`config.mk`:
```
export PLATFORM = sky130hd
export DESIGN_NAME = processor
export DESIGN_NICKNAME = d
export VERILOG_FILES = /design/src/common/processorPkg.sv /design/src/common/stageIf.sv /design/src/hdl/fetchStage.sv /design/src/hdl/decodeStage.sv /design/src/hdl/executeStage.sv /design/src/hdl/memoryStage.sv /design/src/hdl/forwardingUnit.sv /design/src/hdl/processor.sv
export SDC_FILE = /design/constraint.sdc
export NUM_CORES = 2
export LEC_CHECK = 0
export BUFFER_PORTS_ARGS = -buffer_cell sky130_fd_sc_hd__buf_2
export CORE_ASPECT_RATIO = 2
export CORE_MARGIN = 2
export CORE_UTILIZATION = 25
export CTS_CLUSTER_DIAMETER = 60
export DETAILED_ROUTE_END_ITERATION = 10
export HOLD_SLACK_MARGIN = 0.05
export PLACE_DENSITY = 0.48
export SYNTH_ARGS = -nofsm -noshare
export SYNTH_HDL_FRONTEND = slang
export SYNTH_SLANG_ARGS = --single-unit
```
`constraint.sdc`:
```
create_clock -name Clock -period 6.32 [get_ports Clock]
set_clock_uncertainty 0.05 [all_clocks]
set_input_delay 0.948 -clock Clock [delete_from_list [all_inputs] [get_ports Clock]]
set_output_delay 0.948 -clock Clock [all_outputs]
set_load 0.01 [all_outputs]
```
`src/common/processorPkg.sv`:
```
// Shared widths, opcode and ALU enums, forwarding selects and instruction field helpers.
`default_nettype none

package processorPkg;

    typedef logic [31:0] dataWord;
    typedef logic [4:0]  regAddr;
    typedef logic [15:0] instrAddr;
    typedef logic [31:0] instrWord;

    typedef enum logic [5:0] {
        opRType = 6'h00,
        opJ     = 6'h02,
        opBeq   = 6'h04,
        opBne   = 6'h05,
        opAddi  = 6'h08,
        opLw    = 6'h23,
        opSw    = 6'h2b
    } opcodeT;

    // Each ALU operation carries the funct code of its R-type instruction.
    typedef enum logic [5:0] {
        aluSll = 6'h00,
        aluAdd = 6'h20,
        aluSub = 6'h22,
        aluAnd = 6'h24,
        aluOr  = 6'h25,
        aluXor = 6'h26,
        aluSlt = 6'h2a
    } aluFuncT;

    typedef enum logic [1:0] {
        fwdRegister,
        fwdMemory,
        fwdWriteback
    } forwardSelT;

    function automatic opcodeT getOpcode(instrWord instr);
        return opcodeT'(instr[31:26]);
    endfunction

    function automatic regAddr getRs(instrWord instr);
        return instr[25:21];
    endfunction

    function automatic regAddr getRt(instrWord instr);
        return instr[20:16];
    endfunction

    function automatic regAddr getRd(instrWord instr);
        return instr[15:11];
    endfunction

    function automatic logic [4:0] getShamt(instrWord instr);
        return instr[10:6];
    endfunction

    function automatic logic [5:0] getFunct(instrWord instr);
        return instr[5:0];
    endfunction

    function automatic dataWord getImmediate(instrWord instr);
        return {{16{instr[15]}}, instr[15:0]};
    endfunction

endpackage

`default_nettype wire

```
`src/common/stageIf.sv`:
```
// Decode-to-execute register bundle with its decoder and executor modports.
`default_nettype none

interface stageIf import processorPkg::*; ();

    logic       regWrite;
    logic       memRead;
    logic       memWrite;
    logic       memToReg;
    aluFuncT    aluFunc;
    logic       useImm;
    logic       branchEq;
    logic       branchNe;
    logic       jump;
    dataWord    immediate;
    logic [4:0] shamt;
    dataWord    rsData;
    dataWord    rtData;
    regAddr     rsAddr;
    regAddr     rtAddr;
    regAddr     destAddr;
    instrAddr   pc;

    modport decoder (
        output regWrite, memRead, memWrite, memToReg, aluFunc, useImm, branchEq, branchNe,
               jump, immediate, shamt, rsData, rtData, rsAddr, rtAddr, destAddr, pc
    );

    modport executor (
        input regWrite, memRead, memWrite, memToReg, aluFunc, useImm, branchEq, branchNe,
              jump, immediate, shamt, rsData, rtData, rsAddr, rtAddr, destAddr, pc
    );

endinterface

`default_nettype wire

```
`src/hdl/fetchStage.sv`:
```
// Program counter with redirect and stall, and the fetch-to-decode register.
`default_nettype none

module fetchStage import processorPkg::*; #(
    parameter instrAddr ResetAddress = 16'h0000
) (
    input  logic     Clock,
    input  logic     nReset,
    input  logic     nStall,
    input  logic     branchTaken,
    input  instrAddr branchTarget,
    input  instrWord InstrMem,
    output instrAddr InstrAddr,
    output instrWord instruction,
    output instrAddr pc,
    output logic     valid
);

    always_ff @(posedge Clock or negedge nReset) begin
        if (!nReset) begin
            InstrAddr <= ResetAddress;
            valid     <= 1'b0;
        end else if (branchTaken) begin
            InstrAddr <= branchTarget;
            valid     <= 1'b0;              // The word fetched behind the branch is dropped.
        end else if (nStall) begin
            InstrAddr <= InstrAddr + 16'd4;
            valid     <= 1'b1;
        end
    end

    always_ff @(posedge Clock) begin
        if (nStall && !branchTaken) begin
            instruction <= InstrMem;
            pc          <= InstrAddr;
        end
    end

endmodule

`default_nettype wire

```
`src/hdl/decodeStage.sv`:
```
// Instruction decoder, register file with debug read port, and the decode-to-execute register.
`default_nettype none

module decodeStage import processorPkg::*; (
    input  logic     Clock,
    input  logic     nReset,
    input  logic     nStall,
    input  logic     flush,
    input  instrWord instruction,
    input  instrAddr pc,
    input  logic     valid,
    input  logic     wbWrite,
    input  regAddr   wbAddr,
    input  dataWord  wbData,
    input  regAddr   RegAddr,
    output dataWord  RegData,
    stageIf.decoder  toExecute
);

    dataWord registers [32];
    regAddr  rsAddr;
    regAddr  rtAddr;
    regAddr  destAddr;
    dataWord rsData;
    dataWord rtData;
    aluFuncT aluFunc;
    logic    regWrite;
    logic    memRead;
    logic    memWrite;
    logic    memToReg;
    logic    useImm;
    logic    branchEq;
    logic    branchNe;
    logic    jump;
    logic    issue;

    assign rsAddr = getRs(instruction);
    assign rtAddr = getRt(instruction);
    assign issue  = valid && nStall && !flush;  // Otherwise a bubble goes to execute.

    always_comb begin
        regWrite = 1'b0;
        memRead  = 1'b0;
        memWrite = 1'b0;
        memToReg = 1'b0;
        useImm   = 1'b1;
        branchEq = 1'b0;
        branchNe = 1'b0;
        jump     = 1'b0;
        aluFunc  = aluAdd;
        destAddr = rtAddr;
        case (getOpcode(instruction))
            opRType: begin
                useImm   = 1'b0;
                destAddr = getRd(instruction);
                aluFunc  = aluFuncT'(getFunct(instruction));
                regWrite = aluFunc inside {aluAdd, aluSub, aluAnd, aluOr, aluXor, aluSlt, aluSll};
            end
            opAddi: regWrite = 1'b1;
            opLw: begin
                regWrite = 1'b1;
                memRead  = 1'b1;
                memToReg = 1'b1;
            end
            opSw:  memWrite = 1'b1;
            opBeq: branchEq = 1'b1;
            opBne: branchNe = 1'b1;
            opJ:   jump = 1'b1;
            default: ;
        endcase
    end

    always_ff @(posedge Clock) begin
        if (wbWrite && wbAddr != '0) begin
            registers[wbAddr] <= wbData;
        end
    end

    // Write-through, so a value written this cycle is already visible.
    assign rsData = (rsAddr == '0) ? '0 :
                    (wbWrite && wbAddr == rsAddr) ? wbData : registers[rsAddr];
    assign rtData = (rtAddr == '0) ? '0 :
                    (wbWrite && wbAddr == rtAddr) ? wbData : registers[rtAddr];
    assign RegData = (RegAddr == '0) ? '0 : registers[RegAddr];

    always_ff @(posedge Clock or negedge nReset) begin
        if (!nReset) begin
            toExecute.regWrite <= 1'b0;
            toExecute.memRead  <= 1'b0;
            toExecute.memWrite <= 1'b0;
            toExecute.memToReg <= 1'b0;
            toExecute.branchEq <= 1'b0;
            toExecute.branchNe <= 1'b0;
            toExecute.jump     <= 1'b0;
        end else begin
            toExecute.regWrite <= issue && regWrite;
            toExecute.memRead  <= issue && memRead;
            toExecute.memWrite <= issue && memWrite;
            toExecute.memToReg <= issue && memToReg;
            toExecute.branchEq <= issue && branchEq;
            toExecute.branchNe <= issue && branchNe;
            toExecute.jump     <= issue && jump;
        end
    end

    always_ff @(posedge Clock) begin
        toExecute.aluFunc   <= aluFunc;
        toExecute.useImm    <= useImm;
        toExecute.immediate <= getImmediate(instruction);
        toExecute.shamt     <= getShamt(instruction);
        toExecute.rsData    <= rsData;
        toExecute.rtData    <= rtData;
        toExecute.rsAddr    <= rsAddr;
        toExecute.rtAddr    <= rtAddr;
        toExecute.destAddr  <= destAddr;
        toExecute.pc        <= pc;
    end

endmodule

`default_nettype wire

```
`src/hdl/executeStage.sv`:
```
// Operand forwarding muxes, ALU, branch decision and target, and the execute-to-memory register.
`default_nettype none

module executeStage import processorPkg::*; (
    input  logic       Clock,
    input  logic       nReset,
    stageIf.executor   fromDecode,
    input  forwardSelT selA,
    input  forwardSelT selB,
    input  dataWord    memResult,
    input  dataWord    wbData,
    output logic       branchTaken,
    output instrAddr   branchTarget,
    output dataWord    result,
    output dataWord    storeData,
    output regAddr     destAddr,
    output logic       regWrite,
    output logic       memRead,
    output logic       memWrite,
    output logic       memToReg
);

    dataWord  opA;
    dataWord  opB;
    dataWord  aluB;
    dataWord  aluOut;
    instrAddr offset;

    function automatic dataWord pickOperand(forwardSelT sel, dataWord fromReg,
                                            dataWord fromMem, dataWord fromWb);
        case (sel)
            fwdMemory:    return fromMem;
            fwdWriteback: return fromWb;
            default:      return fromReg;
        endcase
    endfunction

    assign opA  = pickOperand(selA, fromDecode.rsData, memResult, wbData);
    assign opB  = pickOperand(selB, fromDecode.rtData, memResult, wbData);
    assign aluB = fromDecode.useImm ? fromDecode.immediate : opB;

    always_comb begin
        case (fromDecode.aluFunc)
            aluSub:  aluOut = opA - aluB;
            aluAnd:  aluOut = opA & aluB;
            aluOr:   aluOut = opA | aluB;
            aluXor:  aluOut = opA ^ aluB;
            aluSlt:  aluOut = {31'b0, $signed(opA) < $signed(aluB)};
            aluSll:  aluOut = opB << fromDecode.shamt;
            default: aluOut = opA + aluB;
        endcase
    end

    // Word offset for branches and the word address for jumps share the low field bits.
    assign offset       = {fromDecode.immediate[13:0], 2'b00};
    assign branchTaken  = fromDecode.jump
                          || (fromDecode.branchEq && opA == opB)
                          || (fromDecode.branchNe && opA != opB);
    assign branchTarget = fromDecode.jump ? offset : fromDecode.pc + 16'd4 + offset;

    always_ff @(posedge Clock or negedge nReset) begin
        if (!nReset) begin
            regWrite <= 1'b0;
            memRead  <= 1'b0;
            memWrite <= 1'b0;
            memToReg <= 1'b0;
        end else begin
            regWrite <= fromDecode.regWrite;
            memRead  <= fromDecode.memRead;
            memWrite <= fromDecode.memWrite;
            memToReg <= fromDecode.memToReg;
        end
    end

    always_ff @(posedge Clock) begin
        result    <= aluOut;
        storeData <= opB;                   // Forwarded value, so a store sees fresh data.
        destAddr  <= fromDecode.destAddr;
    end

endmodule

`default_nettype wire

```
`src/hdl/memoryStage.sv`:
```
// Data memory port drive, memory-to-writeback register and writeback data select.
`default_nettype none

module memoryStage import processorPkg::*; (
    input  logic     Clock,
    input  logic     nReset,
    input  dataWord  result,
    input  dataWord  storeData,
    input  regAddr   destAddr,
    input  logic     regWrite,
    input  logic     memRead,
    input  logic     memWrite,
    input  logic     memToReg,
    input  dataWord  MemData,
    output instrAddr MemAddr,
    output dataWord  WriteData,
    output logic     MemWrite,
    output logic     MemRead,
    output dataWord  memResult,
    output logic     wbWrite,
    output regAddr   wbAddr,
    output dataWord  wbData
);

    logic    wbMemToReg;
    dataWord wbResult;

    assign MemAddr   = result[15:0];
    assign WriteData = storeData;
    assign MemWrite  = memWrite;
    assign MemRead   = memRead;
    assign memResult = result;

    always_ff @(posedge Clock or negedge nReset) begin
        if (!nReset) begin
            wbWrite    <= 1'b0;
            wbMemToReg <= 1'b0;
        end else begin
            wbWrite    <= regWrite;
            wbMemToReg <= memToReg;
        end
    end

    always_ff @(posedge Clock) begin
        wbAddr   <= destAddr;
        wbResult <= result;
    end

    // Load data arrives from the synchronous memory during writeback.
    assign wbData = wbMemToReg ? MemData : wbResult;

endmodule

`default_nettype wire

```
`src/hdl/forwardingUnit.sv`:
```
// Execute operand forwarding selects and the load-use stall decision.
`default_nettype none

module forwardingUnit import processorPkg::*; (
    input  regAddr     exRsAddr,
    input  regAddr     exRtAddr,
    input  regAddr     decRsAddr,
    input  regAddr     decRtAddr,
    input  regAddr     memDestAddr,
    input  regAddr     wbAddr,
    input  logic       memRegWrite,
    input  logic       wbWrite,
    input  logic       exMemRead,
    input  regAddr     exDestAddr,
    output forwardSelT selA,
    output forwardSelT selB,
    output logic       nStall
);

    // The memory stage holds the younger result, so it wins over writeback.
    function automatic forwardSelT sourceFor(regAddr src, logic memWe, regAddr memDest,
                                             logic wbWe, regAddr wbDest);
        return (src == '0)               ? fwdRegister  :
               (memWe && memDest == src) ? fwdMemory    :
               (wbWe && wbDest == src)   ? fwdWriteback : fwdRegister;
    endfunction

    assign selA = sourceFor(exRsAddr, memRegWrite, memDestAddr, wbWrite, wbAddr);
    assign selB = sourceFor(exRtAddr, memRegWrite, memDestAddr, wbWrite, wbAddr);

    // A load in execute has no data yet for the instruction in decode.
    assign nStall = !(exMemRead && exDestAddr != '0
                      && (exDestAddr == decRsAddr || exDestAddr == decRtAddr));

endmodule

`default_nettype wire

```
`src/hdl/processor.sv`:
```
// Five-stage pipelined core top level with memory and debug ports.
`default_nettype none

module processor import processorPkg::*; #(
    parameter instrAddr ResetAddress = 16'h0000
) (
    input  logic     Clock,
    input  logic     nReset,
    input  instrWord InstrMem,
    output instrAddr InstrAddr,
    input  dataWord  MemData,
    output instrAddr MemAddr,
    output dataWord  WriteData,
    output logic     MemWrite,
    output logic     MemRead,
    input  regAddr   RegAddr,
    output dataWord  RegData,
    output logic     nStall
);

    instrWord   decInstruction;
    instrAddr   decPc;
    logic       decValid;
    logic       branchTaken;
    instrAddr   branchTarget;
    dataWord    aluResult;
    dataWord    storeWord;
    regAddr     memDestAddr;
    logic       memRegWrite;
    logic       memLoad;
    logic       memStore;
    logic       memToReg;
    dataWord    memResult;
    logic       wbWrite;
    regAddr     wbAddr;
    dataWord    wbData;
    forwardSelT selA;
    forwardSelT selB;

    stageIf stageBus ();

    fetchStage #(.ResetAddress(ResetAddress)) fetch (
        .Clock        (Clock),
        .nReset       (nReset),
        .nStall       (nStall),
        .branchTaken  (branchTaken),
        .branchTarget (branchTarget),
        .InstrMem     (InstrMem),
        .InstrAddr    (InstrAddr),
        .instruction  (decInstruction),
        .pc           (decPc),
        .valid        (decValid)
    );

    decodeStage decode (
        .Clock       (Clock),
        .nReset      (nReset),
        .nStall      (nStall),
        .flush       (branchTaken),         // Squashes the instruction behind a taken branch.
        .instruction (decInstruction),
        .pc          (decPc),
        .valid       (decValid),
        .wbWrite     (wbWrite),
        .wbAddr      (wbAddr),
        .wbData      (wbData),
        .RegAddr     (RegAddr),
        .RegData     (RegData),
        .toExecute   (stageBus.decoder)
    );

    executeStage execute (
        .Clock        (Clock),
        .nReset       (nReset),
        .fromDecode   (stageBus.executor),
        .selA         (selA),
        .selB         (selB),
        .memResult    (memResult),
        .wbData       (wbData),
        .branchTaken  (branchTaken),
        .branchTarget (branchTarget),
        .result       (aluResult),
        .storeData    (storeWord),
        .destAddr     (memDestAddr),
        .regWrite     (memRegWrite),
        .memRead      (memLoad),
        .memWrite     (memStore),
        .memToReg     (memToReg)
    );

    memoryStage memory (
        .Clock     (Clock),
        .nReset    (nReset),
        .result    (aluResult),
        .storeData (storeWord),
        .destAddr  (memDestAddr),
        .regWrite  (memRegWrite),
        .memRead   (memLoad),
        .memWrite  (memStore),
        .memToReg  (memToReg),
        .MemData   (MemData),
        .MemAddr   (MemAddr),
        .WriteData (WriteData),
        .MemWrite  (MemWrite),
        .MemRead   (MemRead),
        .memResult (memResult),
        .wbWrite   (wbWrite),
        .wbAddr    (wbAddr),
        .wbData    (wbData)
    );

    forwardingUnit forwarding (
        .exRsAddr    (stageBus.rsAddr),
        .exRtAddr    (stageBus.rtAddr),
        .decRsAddr   (getRs(decInstruction)),
        .decRtAddr   (getRt(decInstruction)),
        .memDestAddr (memDestAddr),
        .wbAddr      (wbAddr),
        .memRegWrite (memRegWrite),
        .wbWrite     (wbWrite),
        .exMemRead   (stageBus.memRead),
        .exDestAddr  (stageBus.destAddr),
        .selA        (selA),
        .selB        (selB),
        .nStall      (nStall)
    );

endmodule

`default_nettype wire

```
==> implementation parameters <==
Parameter                              Value

Run status
  Outcome    completed

Yosys
  Warning count from the yosys run    0
  Number of cells produced by synthesis    4,846
  Number of register bits inferred by synthesis    1,324
  Cell area after synthesis    0.0742 mm2
  Most frequently used flop master after synthesis    edfxtp_1
  Async set or reset register ratio after synthesis    0.0211
  Count of distinct cell types in the synthesized netlist    88
  Mean post-synth cell area    15.3 um2
  Number of enable flip-flop cells after synthesis    1,072
  Part of the Yosys area used for sequential elements    0.504

Place
  Post-detail-place hpwl    184 mm
  Port-buffer cells    169
  Placer Congestion    0.943
  Cell Area, Placed    0.0807 mm2

Floorplanning
  Ports    170
  Width of the chip    389 um
  Vertical die dimension    775 um
  Core Rows    283
  Starting density of the core    0.251
  Core ar.    0.296 mm2
  Die outline area    0.302 mm2

Setup path
  Kind of cell with the highest combined delay on the critical path    compound AO/OA/AOI/OAI gates
  Data required, critical path    6.96 ns
  Largest fanout on the critical path    8
  Setup CP Type    flop to flop
  Crit end category    flop
  Slowest stage delay, CP    0.45 ns
  Worst Setup Start Kind    flop
  Buffer and inverter count on the worst path    3
  Critical path cell sequence    xor2_1 -> nor4_1 -> and3_1 -> o21a_1 -> inv_1 -> ha_2 -> and3b_1 -> a221oi_1 -> buf_4 -> nor2_1 -> a21o_1 -> ha_1 -> inv_1 -> fa_1 -> nand2b_1 -> a221oi_2 -> o22ai_1 -> a221oi_2 -> a31oi_1 -> o31a_1 -> o31ai_1 -> a2111oi_0 -> or3_1
  Data arrival time of the critical path    6.64 ns
  Max stage delay cell, worst path    ha_2

Power and ir drop
  Part of the total power dissipated in combinational logic    0.226
  Leakage    0.0288 uW
  Cell internal power dissipation    17,900 uW
  Part of the power in the clock network    0.341
  Switching fraction of total power    0.314
  Power density cells    304 mW/mm2
  Largest voltage drop on the vdd net    0.232 mV
  Switching component of the power    8160 uW
  Flop pwr share    0.434
  Overall Power    26,000 uW

Timing
  Worst relative slew slack    0.0501
  Number of hold-slack violations in the final timing report    0
  Final period demand of the worst path    6.01 ns
  Slew at the pin with the worst max-slew slack    1.42 ns
  Max Freq    167 MHz
  Final count of pins violating max slew    0
  Final setup TNS    0 ns
  Setup repair after global routing missed its margin    false
  Fraction of the cycle the final worst path needs    0.950
  Setup violation total in the final timing report    0

Routing
  Number of remaining DRC errors    0
  First-pass iteration count of the detailed router    9
  Routed Antenna Nets    0
  Routed vias    50,000
  Average wire per cell in the routed design    31.6 um
  DRT iter0 DRCs    6,201
  Routed via count divided by cell count    5.56
  Aggregate routed wire length    284 mm

GRT
  Vias in the first global route    49,500
  Largest net degree at the start of global routing    96
  GR Overflow Total    0
  Antenna violations before repair    25
  Tot GR Track Use    0.185
  First-pass GRT wire length    396 mm

Clock network
  Cell at the root of the clock tree    clkbuf_16
  Clock transition at path regs    0.06 ns
  Number of buffers added for setup after CTS    0
  Quantity of hold-fixing buffers added after cts    0
  TritonCTS clock tree    done
  Clock tree sinks    1,324
  Max clock buf depth    3
  H-tree depth    4
  Inserted Clock Buffers    152
  Clock Latency Late Sink    0.82 ns

Cells and area
  Final net count    5,205
  Layout-stage area growth over the synthesis result    15.5%
  Ratio of cells with drive above 1 in the final layout    0.328
  Post-route cell area    0.0857 mm2
  Fill count    29,700
  Total area of sequential cells    0.0374 mm2
  Area of combinational cells with multiple inputs    0.0350 mm2

Hold path
  Kind of path behind the tightest hold check    primary input to asynchronous set/reset pin

Run
  Max-cap violations    0
repair_timing:
action,in CTS,in global routing
endpoints found under the setup margin,0,8
hold endpoints to repair,0,0
resized for setup,0,6
flip-flops by register name, summed over array words and instances (netlist names), 6 cells and up:
| name | cells |
|---|---|
| execute.result | 32 |
| decode.registers | 1024 |
| decode.toExecute.pc | 16 |
| decode.toExecute.rsData | 32 |
| execute.storeData | 32 |
| decode.toExecute.aluFunc | 6 |
| decode.toExecute.immediate | 16 |
| fetch.InstrAddr | 16 |
| fetch.instruction | 32 |
| memory.wbResult | 32 |
| fetch.pc | 16 |
| decode.toExecute.rtData | 32 |
power groups by stage:
stage | sequential, uW | clock (uW) | combinational, uW
floorplan | 11100 | 0 | 3550
global placement | 11500 | 0 | 5820
detailed placement | 11400 | 0 | 5820
CTS | 11300 | 9010 | 5830
global route | 11300 | 9350 | 6240
finish | 11300 | 8860 | 5870
worst paths after layout:
kind / slack [ns] / cells after the start / startpoint / end
min: 0.16 / 1 / nReset / fetch.InstrAddr[11]
max in group asynchronous: 5.54 / 1 / nReset / memory.wbMemToReg
min in group Clock: 0.26 / 1 / InstrMem[20] / fetch.instruction[20]
max reg2reg: 0.31 / 23 / decode.toExecute.rtAddr[2] / execute.result[0]
min reg2reg: 0.29 / 0 / fetch.pc[14] / decode.toExecute.pc[14]
max: 0.31 / 23 / decode.toExecute.rtAddr[2] / execute.result[0]
layout make-up:
type	instances	area share
Antenna cell	9	0.000263
Clock buffer	188	0.0478
Clock inverter	91	0.0100
Inverter	165	0.00723
Multi-Input combinational cell	2967	0.408
Sequential cell	1324	0.436
Tap cell	3847	0.0562
Timing Repair Buffer	395	0.0341
layer usage:
metal,GRT usage,up-vias,share of wire
li1,-,20300,-
met1,0.263,26700,0.43
met2,0.281,2579,0.45
met3,0.0394,382,0.088
met4,0.0572,6,0.032
met5,0,-,0.00067
cell usage after synthesis, drive strengths merged (39+ instances only):
cell type     n  area share
edfxtp     1072        0.43
mux4        882        0.27
nand2       137      0.0069
nand2b       53      0.0045
a211oi       65      0.0066
mux2         79       0.012
buf         141      0.0085
o21ai       112      0.0076
inv         164      0.0083
xnor2        39      0.0046
a21oi       165       0.011
and2         40      0.0034
ha          126       0.021
clkbuf      280       0.014
xor2         46      0.0054
mux2i       237       0.032
a221oi       86       0.010
a221o        43      0.0058
dfxtp       224       0.060
nor2        327       0.017
o221ai       51      0.0060
o22ai        54      0.0046
placed cells by master, fill, tap and decap left out, drive strengths merged, types with 39 or more instances in the layout:
| master | n |
|---|---|
| edfxtp | 1072 |
| mux4 | 882 |
| buf | 395 |
| nor2 | 327 |
| mux2i | 237 |
| dfxtp | 224 |
| clkbuf | 188 |
| inv | 184 |
| a21oi | 165 |
| nand2 | 137 |
| ha | 126 |
| o21ai | 112 |
| a221oi | 86 |
| mux2 | 79 |
| a211oi | 65 |
| clkinv | 57 |
| o22ai | 54 |
| nand2b | 53 |
| o221ai | 51 |
| xor2 | 46 |
| a221o | 43 |
| and2 | 40 |
| xnor2 | 39 |
cell families after synthesis:
kind of cell	count (synthesis)	synth area share
DFF	1324	0.504
muxes	1198	0.312
AOI/OAI and AO/OA	768	0.0734
and+or+nand+nor	755	0.0481
buffers and inverters	586	0.0310
adders and majority gates	129	0.0221
xor gates and xnor gates	85	0.0100
other	1	0.0000505
worst register-to-register path: stages, from the launching register on:
cell,delay [ns]
dfxtp_1,0.34
xor2_1,0.17
nor4_1,0.33
and3_1,0.24
o21a_1,0.17
inv_1,0.06
ha_2,0.45
and3b_1,0.21
a221oi_1,0.24
buf_4,0.19
nor2_1,0.04
a21o_1,0.22
ha_1,0.20
inv_1,0.09
fa_1,0.22
nand2b_1,0.11
a221oi_2,0.45
o22ai_1,0.33
a221oi_2,0.37
a31oi_1,0.21
o31a_1,0.38
o31ai_1,0.33
a2111oi_0,0.15
or3_1,0.32
per-stage QoR:
stage                     cells  hold WS, ns  setup slack (ns)   util
after floorplan            4877        0.273             0.873      -
after global placement     8698        0.273            0.0788  0.273
after detailed placement   8698        0.277             0.164  0.273
after CTS                  8977        0.120             0.118  0.289
after global routing       8977        0.168            0.0167  0.290
final                      8986        0.157             0.314  0.290
No activity file was read; power rests on OpenSTA's default activity.
